### config.mk
export PLATFORM = sky130hd
export DESIGN_NAME = address_unit_flat
export DESIGN_NICKNAME = d
export VERILOG_FILES = /design/src/mips_pkg.sv /design/src/exec_operands_if.sv /design/src/address_unit.sv /design/src/flat_wrapper.sv
export SDC_FILE = /design/constraint.sdc
export NUM_CORES = 1
export LEC_CHECK = 0
export CORE_MARGIN = 1
export CORE_UTILIZATION = 37
export DETAILED_ROUTE_END_ITERATION = 6
export DONT_BUFFER_PORTS = 1
export PLACE_DENSITY = 0.55
export SYNTH_ARGS = -nofsm -noshare
export SYNTH_HDL_FRONTEND = slang
export SYNTH_SLANG_ARGS = --single-unit
### constraint.sdc
create_clock -name vclk -period 4.6
set_input_delay 0.23 -clock vclk [all_inputs]
set_output_delay 0.23 -clock vclk [all_outputs]
set_load 0.1 [all_outputs]
### src/mips_pkg.sv
package mips_pkg;

  // One data or address word
  typedef logic [31:0] word_t;

  // HI holds the product high word or the remainder,
  // LO holds the product low word or the quotient
  typedef struct packed {
    word_t hi;
    word_t lo;
  } hilo_t;

  // Primary opcode from instruction bits 31:26
  typedef enum logic [5:0] {
    OP_SPECIAL = 6'h00,
    OP_REGIMM  = 6'h01,
    OP_J       = 6'h02,
    OP_JAL     = 6'h03,
    OP_BEQ     = 6'h04,
    OP_BNE     = 6'h05,
    OP_BLEZ    = 6'h06,
    OP_BGTZ    = 6'h07,
    OP_ADDI    = 6'h08,
    OP_ADDIU   = 6'h09,
    OP_SLTI    = 6'h0a,
    OP_SLTIU   = 6'h0b,
    OP_ANDI    = 6'h0c,
    OP_ORI     = 6'h0d,
    OP_XORI    = 6'h0e,
    OP_LUI     = 6'h0f,
    OP_LB      = 6'h20,
    OP_LH      = 6'h21,
    OP_LW      = 6'h23,
    OP_SB      = 6'h28,
    OP_SH      = 6'h29,
    OP_SW      = 6'h2b
  } opcode_t;

  // SPECIAL function field from instruction bits 5:0
  typedef enum logic [5:0] {
    FUNC_SLL   = 6'h00,
    FUNC_SRL   = 6'h02,
    FUNC_SRA   = 6'h03,
    FUNC_SLLV  = 6'h04,
    FUNC_SRLV  = 6'h06,
    FUNC_SRAV  = 6'h07,
    FUNC_JR    = 6'h08,
    FUNC_JALR  = 6'h09,
    FUNC_MTHI  = 6'h11,
    FUNC_MTLO  = 6'h13,
    FUNC_MULT  = 6'h18,
    FUNC_MULTU = 6'h19,
    FUNC_DIV   = 6'h1a,
    FUNC_DIVU  = 6'h1b,
    FUNC_ADD   = 6'h20,
    FUNC_ADDU  = 6'h21,
    FUNC_SUB   = 6'h22,
    FUNC_SUBU  = 6'h23,
    FUNC_AND   = 6'h24,
    FUNC_OR    = 6'h25,
    FUNC_XOR   = 6'h26,
    FUNC_NOR   = 6'h27,
    FUNC_SLT   = 6'h2a,
    FUNC_SLTU  = 6'h2b
  } func_t;

  // REGIMM branches are selected by the rt field
  typedef enum logic [4:0] {
    REGIMM_BLTZ   = 5'h00,
    REGIMM_BGEZ   = 5'h01,
    REGIMM_BLTZAL = 5'h10,
    REGIMM_BGEZAL = 5'h11
  } regimm_t;

endpackage

### src/exec_operands_if.sv
`timescale 1ns/1ns

interface exec_operands_if;

  // Decoded instruction fields
  mips_pkg::opcode_t opcode;
  mips_pkg::func_t   funct;
  mips_pkg::regimm_t regimm;
  logic [15:0]       immediate;
  logic [25:0]       target;

  // Register operands and the PC of the instruction
  mips_pkg::word_t   rs;
  mips_pkg::word_t   rt;
  mips_pkg::word_t   pc;

  modport source (
    output opcode, funct, regimm, immediate, target, rs, rt, pc
  );

  modport sink (
    input opcode, funct, regimm, immediate, target, rs, rt, pc
  );

endinterface

### src/address_unit.sv
`timescale 1ns/1ns

module address_unit (
  exec_operands_if.sink   ops,
  output mips_pkg::word_t effective_address_o,
  output logic            b_cond_met_o
);

  mips_pkg::word_t sext_imm;
  mips_pkg::word_t branch_target;
  mips_pkg::word_t jump_target;
  logic            rs_negative;
  logic            rs_zero;

  assign sext_imm    = {{16{ops.immediate[15]}}, ops.immediate};
  // Branch offsets are relative to the delay slot
  assign branch_target = ops.pc + 32'd4 + {sext_imm[29:0], 2'b00};
  // Jumps stay inside the current 256 MB region
  assign jump_target = {ops.pc[31:28], ops.target, 2'b00};
  assign rs_negative = ops.rs[31];
  assign rs_zero     = (ops.rs == '0);

  // Branch and jump condition
  always_comb begin
    b_cond_met_o = 1'b0;
    case (ops.opcode)
      mips_pkg::OP_BEQ:  b_cond_met_o = (ops.rs == ops.rt);
      mips_pkg::OP_BNE:  b_cond_met_o = (ops.rs != ops.rt);
      mips_pkg::OP_BLEZ: b_cond_met_o = rs_negative | rs_zero;
      mips_pkg::OP_BGTZ: b_cond_met_o = ~rs_negative & ~rs_zero;
      mips_pkg::OP_J,
      mips_pkg::OP_JAL:  b_cond_met_o = 1'b1;
      mips_pkg::OP_REGIMM: begin
        case (ops.regimm)
          mips_pkg::REGIMM_BLTZ,
          mips_pkg::REGIMM_BLTZAL: b_cond_met_o = rs_negative;
          mips_pkg::REGIMM_BGEZ,
          mips_pkg::REGIMM_BGEZAL: b_cond_met_o = ~rs_negative;
          default:                 b_cond_met_o = 1'b0;
        endcase
      end
      mips_pkg::OP_SPECIAL: begin
        b_cond_met_o = (ops.funct == mips_pkg::FUNC_JR) ||
                       (ops.funct == mips_pkg::FUNC_JALR);
      end
      default:           b_cond_met_o = 1'b0;
    endcase
  end

  // Memory address or control transfer target
  always_comb begin
    effective_address_o = '0;
    case (ops.opcode)
      mips_pkg::OP_LB, mips_pkg::OP_LH, mips_pkg::OP_LW,
      mips_pkg::OP_SB, mips_pkg::OP_SH, mips_pkg::OP_SW: begin
        effective_address_o = ops.rs + sext_imm;
      end
      mips_pkg::OP_BEQ, mips_pkg::OP_BNE,
      mips_pkg::OP_BLEZ, mips_pkg::OP_BGTZ: effective_address_o = branch_target;
      mips_pkg::OP_REGIMM: begin
        case (ops.regimm)
          mips_pkg::REGIMM_BLTZ, mips_pkg::REGIMM_BGEZ,
          mips_pkg::REGIMM_BLTZAL, mips_pkg::REGIMM_BGEZAL: begin
            effective_address_o = branch_target;
          end
          default: effective_address_o = '0;
        endcase
      end
      mips_pkg::OP_J, mips_pkg::OP_JAL: effective_address_o = jump_target;
      mips_pkg::OP_SPECIAL: begin
        if (ops.funct == mips_pkg::FUNC_JR || ops.funct == mips_pkg::FUNC_JALR) begin
          effective_address_o = ops.rs;
        end
      end
      default: effective_address_o = '0;
    endcase
  end

endmodule

### src/flat_wrapper.sv
// flat-port wrapper written by rule: the top's interface ports become plain ports
module address_unit_flat 
  (effective_address_o, b_cond_met_o, ops_opcode, ops_funct, ops_regimm, ops_immediate, ops_target, ops_rs, ops_rt, ops_pc);
  exec_operands_if ops_i ();
  output mips_pkg::word_t effective_address_o;
  output logic b_cond_met_o;
  input wire logic [$bits(ops_i.opcode)-1:0] ops_opcode;
  input wire logic [$bits(ops_i.funct)-1:0] ops_funct;
  input wire logic [$bits(ops_i.regimm)-1:0] ops_regimm;
  input wire logic [$bits(ops_i.immediate)-1:0] ops_immediate;
  input wire logic [$bits(ops_i.target)-1:0] ops_target;
  input wire logic [$bits(ops_i.rs)-1:0] ops_rs;
  input wire logic [$bits(ops_i.rt)-1:0] ops_rt;
  input wire logic [$bits(ops_i.pc)-1:0] ops_pc;
  assign ops_i.opcode = ops_opcode;
  assign ops_i.funct = ops_funct;
  assign ops_i.regimm = ops_regimm;
  assign ops_i.immediate = ops_immediate;
  assign ops_i.target = ops_target;
  assign ops_i.rs = ops_rs;
  assign ops_i.rt = ops_rt;
  assign ops_i.pc = ops_pc;
  address_unit u_core (.ops(ops_i), .effective_address_o(effective_address_o), .b_cond_met_o(b_cond_met_o));
endmodule
==> results.rst <==
.. list-table::
   :header-rows: 1

   * - Metric
     - Value
   * - Number of iterations in the first detailed-routing pass
     - 6
   * - Average vias per placed instance
     - 6.45
   * - Drt total wl
     - about 18000 um
   * - Count of inserted antenna diode cells
     - 0
   * - Clock Buffer Count
     - 0
   * - Required @ worst endpoint
     - 4370 ps
   * - Register area
     - 0 um^2
   * - Share of the core filled with cells
     - 42.4%
   * - Synthesized area per cell
     - 7.56 um^2
   * - Initial DRC count
     - around 400
   * - Hold WC Path Type
     - input pin to primary output
   * - Most used cell along the critical path
     - inv_1
   * - Sequential area share after synthesis
     - 0%
   * - Via count
     - between 5000 and 6000
   * - Cells along the critical path
     - inv_1, ha_1, inv_1, ha_1, inv_1, fa_1, nor2b_2, o31a_2, o32ai_4, o31ai_4, a31oi_1, nor3b_2, o41ai_2, xnor2_1, o211ai_2, buf_4
   * - Nature of the critical path startpoint
     - input pin
   * - Library cells used by synthesis
     - 67
   * - Leakage power total
     - 2.11 nW
   * - Post-CTS Resized
     - 0
   * - Total overflow reported by the global router
     - 0
   * - Routed len/inst
     - between 20 and 25 um
   * - Final setup fails
     - 0
   * - Core Region
     - 12100 um^2
   * - Floorplan die width
     - 114 um
   * - Layout area overhead
     - 10.4%
   * - Maximum fanout count along the critical path
     - 4
   * - Endpoint kind of the worst setup timing path
     - primary output
   * - Transition time at the pin with the least slew margin
     - 1110 ps
   * - Sum Neg Setup Slack
     - 0 ps
   * - DRC errors left
     - 0
   * - Number of global-route vias before repair
     - about 4900
   * - Number of failing hold endpoints at the final stage
     - 0
   * - First-pass GRT wire length
     - 26500 um
   * - Power Dens Cells
     - 166 nW/um^2
   * - I/O pins
     - between 150 and 200
   * - Initial core utilization
     - 38.4%
   * - Multiplexer share of the synthesized area
     - 1.56%
   * - Result of the run
     - finished, final reports clean
   * - Kind of cell with the highest combined delay on the critical path
     - compound AO/OA/AOI/OAI gates
   * - Combinational family with the most area after synthesis
     - compound AO/OA/AOI/OAI gates
   * - Most used standard cell by instance count after synthesis
     - ha_1
   * - Global routing usage summed across all routing layers
     - 25.7%
   * - Minimum period implied by the final worst setup slack
     - 3650 ps
   * - Die area
     - 13000 um^2
   * - Post-synthesis share of cell area spent on full adders, half adders and majority gates
     - 24.5%
   * - Initial antenna violation count
     - 0
   * - Overall power
     - 0.000854 W
   * - Multi-input combinational cell area
     - between 4000 and 5000 um^2
   * - Hold buffer count at CTS
     - 0
   * - Number of fillers in the final layout
     - around 1300
   * - Final non-filler cell area
     - 5130 um^2
   * - Input/output buffers
     - 0
   * - Maximum resistive drop on vdd
     - 0.0000766 V
   * - Post-synth design cell area
     - 4650 um^2
   * - Post-DP HPWL
     - 14600 um
   * - Fraction of layout cells with a size suffix above 1
     - 11.8%
   * - Cell taking the most area after synthesis
     - ha_1
   * - Post-DRT Antenna Nets
     - 0
   * - Xor and xnor area share after synthesis
     - 15.1%
   * - Synthesis warning total
     - 0
   * - Max cap viols
     - 0
   * - Post-synthesis simple-gate area fraction
     - 15.9%
   * - Final period util
     - 79.4%
   * - Placement Cell Area
     - 5130 um^2
   * - Number of buffers inserted to repair setup after CTS
     - 0
   * - Combined buffer and inverter count along the critical path
     - 4
   * - Fmax
     - 274 MHz
   * - Top cells by area, synth
     - ha_1 (24%), xnor2_1 (11%), a21oi_1 (5.7%)
   * - Chip Height
     - ~110 um
   * - Fraction of the mapped netlist area in compound gates
     - 38.5%
   * - Crit path kind
     - input pin to primary output
   * - Number of rows created at floorplan
     - 40
   * - CP arrival
     - 3420 ps
   * - Sequential cell count
     - 0
   * - Worst slew margin relative to its limit
     - about a quarter
   * - Synthesized netlist net count
     - 860
   * - Share of the synthesized area in the top cell type
     - 23.7%
   * - Maximum number of pins on one net before global-route repair
     - 33
   * - Total count of max-transition violations in the final report
     - 0
   * - Delay contributed by the slowest stage of the critical path
     - 470 ps
   * - Cells after Synth
     - 615
   * - GP Congestion
     - approximately 0.89
   * - Most instantiated cells after synthesis
     - ha_1 (88), xnor2_1 (58), a21oi_1 (53)
   * - Slowest cell on the critical path
     - fa_1
   * - Unrepaired setup endpoints after global routing
     - no
   * - Nets
     - 864
[routing by layer]
| metal | up-vias | part of all wire [%] | GRT usage [%] |
|---|---|---|---|
| met4 | 0 | 2.1 | 5.02 |
| met1 | 2355 | 45 | 35.0 |
| met5 | - | 0 | 0 |
| li1 | 2457 | - | - |
| met2 | 223 | 45 | 43.6 |
| met3 | 26 | 7.7 | 3.02 |
[stage by stage]
step	hold slack [ps]	cells	setup WS, ps
floorplan	930	615	208
global placement	845	785	1010
detailed placement	856	785	970
CTS	856	785	953
global route	875	785	722
finish	867	785	947
[final timing paths]
check,cells after the start,slack [ps],to,startpoint
max,16,950,effective_address_o[31],ops_pc[2]
min,3,870,b_cond_met_o,ops_opcode[2]
[layout make-up]
type                            count  area share, %
Tap cell                          168           4.09
Inverter                           26           1.90
Multi-Input combinational cell    562           89.0
Timing Repair Buffer               29           5.02
[cell families after synthesis]
kind of cell / after synthesis
xor gates and xnor gates: 80
buffers and inverters: 53
and+or+nand+nor: 139
AOI/OAI and AO/OA: 246
muxes: 7
adders and majority gates: 90
[cell usage in the layout, fill, tap and decap left out, types with 8 or more instances in the layout]
cell       n
a211oi_1   8
a21o_1    21
a21oi_1   53
a222oi_1  23
buf_4     27
ha_1      88
inv_1     26
nand2_1   32
nand3_1   11
nand4_1   20
nor2_1    20
nor3_1     9
nor4_1    15
o211ai_1   8
o21ai_0   24
o21ai_1   10
o21ai_2   17
o21bai_1  10
xnor2_1   58
xor2_1    22
[power by group]
part / leakage, nW / total [W] / internal (W) / switching [W]
clock network: 0 / 0 / 0 / 0
registers: 0 / 0 / 0 / 0
logic: 2.11 / 0.000854 / 0.000307 / 0.000547
total: 2.11 / 0.000854 / 0.000307 / 0.000547
(Power assumes the default switching activity.)
