File: config.mk
export PLATFORM = sky130hd
export DESIGN_NAME = alu_flat
export DESIGN_NICKNAME = d
export VERILOG_FILES = /design/src/mips_pkg.sv /design/src/exec_operands_if.sv /design/src/alu.sv /design/src/flat_wrapper.sv
export SDC_FILE = /design/constraint.sdc
export NUM_CORES = 1
export LEC_CHECK = 0
export ABC_AREA = 0
export BUFFER_PORTS_ARGS = -buffer_cell sky130_fd_sc_hd__buf_2
export CAP_MARGIN = 0
export CORE_MARGIN = 2
export CORE_UTILIZATION = 55
export DETAILED_ROUTE_END_ITERATION = 6
export GPL_ROUTABILITY_DRIVEN = 0
export PLACE_DENSITY = 0.92
export SETUP_SLACK_MARGIN = 0.4
export SYNTH_ARGS = -nofsm -noshare
export SYNTH_HDL_FRONTEND = slang
export SYNTH_SLANG_ARGS = --single-unit
export TNS_END_PERCENT = 1
File: constraint.sdc
create_clock -name vclk -period 3.2
set_input_delay 0.16 -clock vclk [all_inputs]
set_output_delay 0.16 -clock vclk [all_outputs]
set_load 0.02 [all_outputs]
File: src/mips_pkg.sv
package mips_pkg;

  // One data or address word
  typedef logic [31:0] word_t;

  // HI holds the product high word or the remainder,
  // LO holds the product low word or the quotient
  typedef struct packed {
    word_t hi;
    word_t lo;
  } hilo_t;

  // Primary opcode from instruction bits 31:26
  typedef enum logic [5:0] {
    OP_SPECIAL = 6'h00,
    OP_REGIMM  = 6'h01,
    OP_J       = 6'h02,
    OP_JAL     = 6'h03,
    OP_BEQ     = 6'h04,
    OP_BNE     = 6'h05,
    OP_BLEZ    = 6'h06,
    OP_BGTZ    = 6'h07,
    OP_ADDI    = 6'h08,
    OP_ADDIU   = 6'h09,
    OP_SLTI    = 6'h0a,
    OP_SLTIU   = 6'h0b,
    OP_ANDI    = 6'h0c,
    OP_ORI     = 6'h0d,
    OP_XORI    = 6'h0e,
    OP_LUI     = 6'h0f,
    OP_LB      = 6'h20,
    OP_LH      = 6'h21,
    OP_LW      = 6'h23,
    OP_SB      = 6'h28,
    OP_SH      = 6'h29,
    OP_SW      = 6'h2b
  } opcode_t;

  // SPECIAL function field from instruction bits 5:0
  typedef enum logic [5:0] {
    FUNC_SLL   = 6'h00,
    FUNC_SRL   = 6'h02,
    FUNC_SRA   = 6'h03,
    FUNC_SLLV  = 6'h04,
    FUNC_SRLV  = 6'h06,
    FUNC_SRAV  = 6'h07,
    FUNC_JR    = 6'h08,
    FUNC_JALR  = 6'h09,
    FUNC_MTHI  = 6'h11,
    FUNC_MTLO  = 6'h13,
    FUNC_MULT  = 6'h18,
    FUNC_MULTU = 6'h19,
    FUNC_DIV   = 6'h1a,
    FUNC_DIVU  = 6'h1b,
    FUNC_ADD   = 6'h20,
    FUNC_ADDU  = 6'h21,
    FUNC_SUB   = 6'h22,
    FUNC_SUBU  = 6'h23,
    FUNC_AND   = 6'h24,
    FUNC_OR    = 6'h25,
    FUNC_XOR   = 6'h26,
    FUNC_NOR   = 6'h27,
    FUNC_SLT   = 6'h2a,
    FUNC_SLTU  = 6'h2b
  } func_t;

  // REGIMM branches are selected by the rt field
  typedef enum logic [4:0] {
    REGIMM_BLTZ   = 5'h00,
    REGIMM_BGEZ   = 5'h01,
    REGIMM_BLTZAL = 5'h10,
    REGIMM_BGEZAL = 5'h11
  } regimm_t;

endpackage

File: src/exec_operands_if.sv
`timescale 1ns/1ns

interface exec_operands_if;

  // Decoded instruction fields
  mips_pkg::opcode_t opcode;
  mips_pkg::func_t   funct;
  mips_pkg::regimm_t regimm;
  logic [15:0]       immediate;
  logic [25:0]       target;

  // Register operands and the PC of the instruction
  mips_pkg::word_t   rs;
  mips_pkg::word_t   rt;
  mips_pkg::word_t   pc;

  modport source (
    output opcode, funct, regimm, immediate, target, rs, rt, pc
  );

  modport sink (
    input opcode, funct, regimm, immediate, target, rs, rt, pc
  );

endinterface

File: src/alu.sv
`timescale 1ns/1ns

module alu (
  exec_operands_if.sink   ops,
  input  mips_pkg::word_t ram_readdata_i,
  output mips_pkg::word_t rd_o,
  output mips_pkg::word_t rt_o
);

  mips_pkg::word_t sext_imm;
  mips_pkg::word_t zext_imm;
  mips_pkg::word_t link_addr;
  logic [4:0]      shamt;
  logic [4:0]      shamt_var;

  assign sext_imm  = {{16{ops.immediate[15]}}, ops.immediate};
  assign zext_imm  = {16'b0, ops.immediate};
  // Return address skips the branch delay slot
  assign link_addr = ops.pc + 32'd8;
  // Fixed shifts use the sa field in instruction bits 10:6
  assign shamt     = ops.immediate[10:6];
  assign shamt_var = ops.rs[4:0];

  // Register-register results
  always_comb begin
    rd_o = '0;
    if (ops.opcode == mips_pkg::OP_SPECIAL) begin
      case (ops.funct)
        mips_pkg::FUNC_SLL:  rd_o = ops.rt << shamt;
        mips_pkg::FUNC_SRL:  rd_o = ops.rt >> shamt;
        mips_pkg::FUNC_SRA:  rd_o = $signed(ops.rt) >>> shamt;
        mips_pkg::FUNC_SLLV: rd_o = ops.rt << shamt_var;
        mips_pkg::FUNC_SRLV: rd_o = ops.rt >> shamt_var;
        mips_pkg::FUNC_SRAV: rd_o = $signed(ops.rt) >>> shamt_var;
        mips_pkg::FUNC_ADD,
        mips_pkg::FUNC_ADDU: rd_o = ops.rs + ops.rt;
        mips_pkg::FUNC_SUB,
        mips_pkg::FUNC_SUBU: rd_o = ops.rs - ops.rt;
        mips_pkg::FUNC_AND:  rd_o = ops.rs & ops.rt;
        mips_pkg::FUNC_OR:   rd_o = ops.rs | ops.rt;
        mips_pkg::FUNC_XOR:  rd_o = ops.rs ^ ops.rt;
        mips_pkg::FUNC_NOR:  rd_o = ~(ops.rs | ops.rt);
        mips_pkg::FUNC_SLT: begin
          rd_o = {31'b0, $signed(ops.rs) < $signed(ops.rt)};
        end
        mips_pkg::FUNC_SLTU: begin
          rd_o = {31'b0, ops.rs < ops.rt};
        end
        // JALR links through rd
        mips_pkg::FUNC_JALR: rd_o = link_addr;
        default:             rd_o = '0;
      endcase
    end
  end

  // Immediate, memory and link results on rt
  always_comb begin
    rt_o = '0;
    case (ops.opcode)
      mips_pkg::OP_ADDI,
      mips_pkg::OP_ADDIU: rt_o = ops.rs + sext_imm;
      mips_pkg::OP_SLTI: begin
        rt_o = {31'b0, $signed(ops.rs) < $signed(sext_imm)};
      end
      // Sign-extended immediate compared as unsigned
      mips_pkg::OP_SLTIU: begin
        rt_o = {31'b0, ops.rs < sext_imm};
      end
      mips_pkg::OP_ANDI:  rt_o = ops.rs & zext_imm;
      mips_pkg::OP_ORI:   rt_o = ops.rs | zext_imm;
      mips_pkg::OP_XORI:  rt_o = ops.rs ^ zext_imm;
      mips_pkg::OP_LUI:   rt_o = {ops.immediate, 16'b0};
      // Memory data is aligned from bit 31 downward
      mips_pkg::OP_LW:    rt_o = ram_readdata_i;
      mips_pkg::OP_LH: begin
        rt_o = {{16{ram_readdata_i[31]}}, ram_readdata_i[31:16]};
      end
      mips_pkg::OP_LB: begin
        rt_o = {{24{ram_readdata_i[31]}}, ram_readdata_i[31:24]};
      end
      mips_pkg::OP_SW:    rt_o = ops.rt;
      mips_pkg::OP_SH:    rt_o = {ops.rt[15:0], 16'b0};
      mips_pkg::OP_SB:    rt_o = {ops.rt[7:0], 24'b0};
      mips_pkg::OP_JAL:   rt_o = link_addr;
      mips_pkg::OP_REGIMM: begin
        // Linking branches write the return address whether taken or not
        if (ops.regimm == mips_pkg::REGIMM_BLTZAL ||
            ops.regimm == mips_pkg::REGIMM_BGEZAL) begin
          rt_o = link_addr;
        end
      end
      default:            rt_o = '0;
    endcase
  end

endmodule

File: src/flat_wrapper.sv
// flat-port wrapper written by rule: the top's interface ports become plain ports
module alu_flat 
  (ram_readdata_i, rd_o, rt_o, ops_opcode, ops_funct, ops_regimm, ops_immediate, ops_target, ops_rs, ops_rt, ops_pc);
  exec_operands_if ops_i ();
  input  mips_pkg::word_t ram_readdata_i;
  output mips_pkg::word_t rd_o;
  output mips_pkg::word_t rt_o;
  input wire logic [$bits(ops_i.opcode)-1:0] ops_opcode;
  input wire logic [$bits(ops_i.funct)-1:0] ops_funct;
  input wire logic [$bits(ops_i.regimm)-1:0] ops_regimm;
  input wire logic [$bits(ops_i.immediate)-1:0] ops_immediate;
  input wire logic [$bits(ops_i.target)-1:0] ops_target;
  input wire logic [$bits(ops_i.rs)-1:0] ops_rs;
  input wire logic [$bits(ops_i.rt)-1:0] ops_rt;
  input wire logic [$bits(ops_i.pc)-1:0] ops_pc;
  assign ops_i.opcode = ops_opcode;
  assign ops_i.funct = ops_funct;
  assign ops_i.regimm = ops_regimm;
  assign ops_i.immediate = ops_immediate;
  assign ops_i.target = ops_target;
  assign ops_i.rs = ops_rs;
  assign ops_i.rt = ops_rt;
  assign ops_i.pc = ops_pc;
  alu u_core (.ops(ops_i), .ram_readdata_i(ram_readdata_i), .rd_o(rd_o), .rt_o(rt_o));
endmodule
==> metrics.md, run 1 <==
| Metric | Value |
|---|---|
| Status | aborted with a tool error |
| Die width | 179.3 um |
| IO buf count | 224 |
| Io pins | 251 |
| Number of distinct library cells after synthesis | 92 |
| Most frequent cell after synthesis | nand2_1 |
| Synthesized net count | 2,953 |
| First-pass GRT wire length | 202,200 um |
| Row count | 64 |
| Die span in y | 179.3 um |
| Synth Cell Area | 16,910 um^2 |
| Yosys top cell by area | ha_1 |
| Initial Util | 55.57% |
| Tot GR Track Use | 81.90% |
| Pin count of the biggest net entering global routing | 96 |
| Syn Area/Cell | 6.579 um^2 |
| CTS Hold Bufs | 0 |
| Gr ovfl total | 762 |
| Post-Syn Instances | 2,570 |
| Post-synth top area share | 14.28% |
| Vias in the first global route | 31,850 |
| Halt Reason | [ERROR GRT-0116] Global routing finished with congestion. Check the congestion regions in the DRC Viewer. |
| Detailed placement HPWL | 77,500 um |
| Ys Warns | 0 |
| Dpl cells | 3,428 |
| Sequential element share of the synthesized area | 0% |
| Commonest cells post-synth | nand2_1 (263), a21oi_1 (222), nor2_1 (202) |
| Synth area leaders | ha_1 (14%), mux2i_1 (10%), a21oi_1 (6.6%) |
| Failed at | global routing |
## routing by layer
| layer | GRT overflow | global-route usage, % |
|---|---|---|
| met3 | 57 | 72.93 |
| met5 | 12 | 59.10 |
| met1 | 55 | 79.25 |
| met4 | 222 | 86.76 |
| met2 | 416 | 92.05 |
## metrics by stage
step	cell area (um^2)	TNS [ns]	utilization (%)	hold slack (ns)	setup slack, ns
3_5_place_dp	21340	-10.27	70.14	0.6639	-0.4933
4_1_cts	22550	-0.6545	74.11	0.6681	-0.06062
3_3_place_gp	21340	-5.733	70.14	0.6587	-0.4325
2_1_floorplan	17090	0	-	0.4935	0.2987
## kinds of logic after synthesis
logic type               share of synthesized area (%)
AO/OA/AOI/OAI                                    37.13
AND/OR/NAND/NOR                                  22.10
adder cells (fa/ha/maj)                          14.64
buffers and inverters                            8.850
multiplexers                                     13.25
XOR/XNOR                                         4.040
## timing repair
item	4_1_cts
gates resized for setup	213
pin swaps	66
endpoints found under the hold margin	0
buffers inserted	37
cloned	2
setup endpoints to repair	56
==> inputs of run 2 (changes only) <==
--- a/config.mk
+++ b/config.mk
@@ -9,11 +9,10 @@
 export BUFFER_PORTS_ARGS = -buffer_cell sky130_fd_sc_hd__buf_2
 export CAP_MARGIN = 0
 export CORE_MARGIN = 2
-export CORE_UTILIZATION = 55
+export CORE_UTILIZATION = 40
 export DETAILED_ROUTE_END_ITERATION = 6
 export GPL_ROUTABILITY_DRIVEN = 0
-export PLACE_DENSITY = 0.92
-export SETUP_SLACK_MARGIN = 0.4
+export PLACE_DENSITY_LB_ADDON = 0.15
 export SYNTH_ARGS = -nofsm -noshare
 export SYNTH_HDL_FRONTEND = slang
 export SYNTH_SLANG_ARGS = --single-unit
==> constraint.sdc (replaced) <==
create_clock -name vclk -period 4.2
set_input_delay 0.21 -clock vclk [all_inputs]
set_output_delay 0.21 -clock vclk [all_outputs]
set_load 0.02 [all_outputs]
==> run 2 against run 1 <==
  * The flow now finishes, with violations (DRC, setup timing)
  * Area after synthesis is the same
  * Synthesized cell count is the same
==> metrics.md, run 2 <==
| Metric | Value |
|---|---|
| Crit-path most repeated cell | buf_4 |
| Worst path required time | 3.99 ns |
| Vias in the first global route | 21,290 |
| Post-Syn Instances | 2,570 (unchanged) |
| Synth area leaders | ha_1 (14%), mux2i_1 (10%), a21oi_1 (6.6%) |
| Final net count | 3,127 |
| Final Cycle Share | 100.0% |
| Fin util | 45.71% |
| Num sequential | 0 |
| Most frequent cells in the layout | nand2_1 (263), buf_2 (222), a21oi_1 (219) |
| Hold EP | rt_o[2] |
| Gr ovfl total | 0 |
| Max Slew Vio Count | 0 |
| Vias | 23,320 |
| CORE AREA | 41,850 um^2 |
| WP buf/inv | 6 |
| Commonest cells post-synth | nand2_1 (263), a21oi_1 (222), nor2_1 (202) |
| Post-CTS Setup Inserts | 0 (-100%) |
| Number of remaining DRC errors | 2 |
| Die span in y | 209.6 um (+17%) |
| WHS Path Cells | 4 |
| Synth Cell Area | 16,910 um^2 (unchanged) |
| Yosys top cell by area | ha_1 |
| Crit. End Element | output port |
| Worst path cell trace | buf_2 -> nor4b_4 -> buf_4 -> nand2_1 -> a21oi_1 -> buf_4 -> nor2_1 -> buf_4 -> o21ai_0 -> a21oi_1 -> nor4_2 -> buf_4 -> a31oi_1 -> buf_2 |
| Initial Util | 40.40% (-15 points) |
| Post-synth top area share | 14.28% (unchanged) |
| Commonest non-fill, non-tap cell in the layout | nand2_1 |
| Tot GR Track Use | 43.12% |
| Reg area | 0 um^2 |
| Fin crit period | 4.202 ns |
| Iter 0 DRT Violations | 3,858 |
| Hold wc startpoint | ram_readdata_i[2] |
| Die ar. | 43,930 um^2 |
| Slack of the critical path | -0.002077 ns |
| Row count | 75 (+17%) |
| Hold WC Path Type | primary input to output port |
| Syn Area/Cell | 6.579 um^2 (unchanged) |
| Failing checks | DRC, setup timing |
| Number of distinct library cells after synthesis | 92 (unchanged) |
| IO buf count | 224 (unchanged) |
| WL per Instance | 30.24 um |
| CP max-delay cell | a21oi_1 |
| Status | finished, violations left |
| CP Launch Type | primary input |
| Die width | 209.6 um (+17%) |
| Sequential element share of the synthesized area | 0% (unchanged) |
| Post-route cell area | 19,130 um^2 |
| Worst path top cell family by delay | buffers and inverters |
| Fmax | 238.0 MHz |
| CP peak stage delay | 0.76 ns |
| Initial antenna violation count | 7 |
| Post-DP Area | 19,100 um^2 (-11%) |
| Worst slew pin tran | 1.092 ns |
| Via density per instance | 7.095 |
| Synthesized net count | 2,953 (unchanged) |
| Detailed placement HPWL | 77,620 um (+0.15%) |
| Setup TNS | -0.002077 ns |
| First-pass GRT wire length | 141,400 um |
| Io pins | 251 (unchanged) |
| Relative slew slack | 27.06% |
| Final setup vio count | 1 |
| Layout cells sized above 1 | 16.85% |
| Most frequent cell after synthesis | nand2_1 |
| Clock buffer count | 0 |
| Ys Warns | 0 (unchanged) |
| Maxcap violations | 0 |
| Fin. Hold Viols | 0 |
| Pre-CTS setup slack | -0.1408 ns (+0.3526 ns) |
| Pin count of the biggest net entering global routing | 66 |
| Critical path type | primary input to output port |
| RSZ-0062 raised after global routing | false |
| Antenna Nets Post-Route | 0 |
| Worst EP arrival | 3.99 ns |
| Drt pass-1 iters | 7 |
| Syn-to-layout area delta | 13.14% |
| CP Max Fanout | 31 |
| Routed Wire Length | 99,360 um |
## run 2: cell counts after synthesis
No cell type changed its count.
## run 2: tightest hold or removal path, stage by stage
cell     delay (ns)
buf_2          0.08
nand2_1        0.04
nand3_1        0.07
buf_2          0.16
## run 2: worst max path at each step
| stage | startpoint | end | slack [ns] | cells past startpoint |
|---|---|---|---|---|
| final | ops_funct[3] | rd_o[8] | -0.002 | 14 |
| after floorplan | ops_rt[3] | rd_o[25] | 0.69 | 13 |
| after CTS | ops_rs[1] | rd_o[27] | 0.02 | 14 |
| after global placement | ops_rs[1] | rd_o[27] | -0.09 | 14 |
| after global routing | ops_funct[3] | rd_o[10] | 0.01 | 14 |
| after detailed placement | ops_rs[1] | rd_o[27] | -0.14 | 14 |
## run 2: routing by layer
metal / share of wire, % / up-vias / GRT usage [%]
met5: 0.069 / - / 0
met4: 9.6 / 2 / 31.99
met3: 15 / 568 / 15.01
met2: 40 / 2105 / 62.64
met1: 36 / 10680 / 52.40
li1: - / 9961 / -
## run 2: cell families (layout without fill, tap and decap cells)
| family | count (synthesis) | after routing | share of synthesized area [%] |
|---|---|---|---|
| buffers and inverters | 368 | 540 | 8.850 |
| adders and majority gates | 196 | 196 | 14.64 |
| other | 0 | 5 | 0 |
| AOI/OAI and AO/OA | 928 | 928 | 37.13 |
| muxes | 201 | 201 | 13.25 |
| xor gates and xnor gates | 78 | 78 | 4.040 |
| and+or+nand+nor | 799 | 799 | 22.10 |
## run 2: repair_timing
item | in CTS | in global routing
endpoints found under the setup margin | 1 | 7
hold buffers | 0 | 0
resized for setup | 1 | 6
## run 2: cell type report
class	instances	area, um^2
Antenna cell	5	12.51
Fill cell	4390	22720
Inverter	159	596.8
Multi-Input combinational cell	2202	15500
Tap cell	539	674.4
Timing Repair Buffer	381	2342
## run 2: metrics by stage
step,hold slack [ns],cells
2_1_floorplan,0.6238,2570
4_1_cts,0.7847,3281
3_3_place_gp,0.7799,3281
5_1_grt,0.8210,3281
3_5_place_dp,0.7810,3281
6_report,0.7814,3286
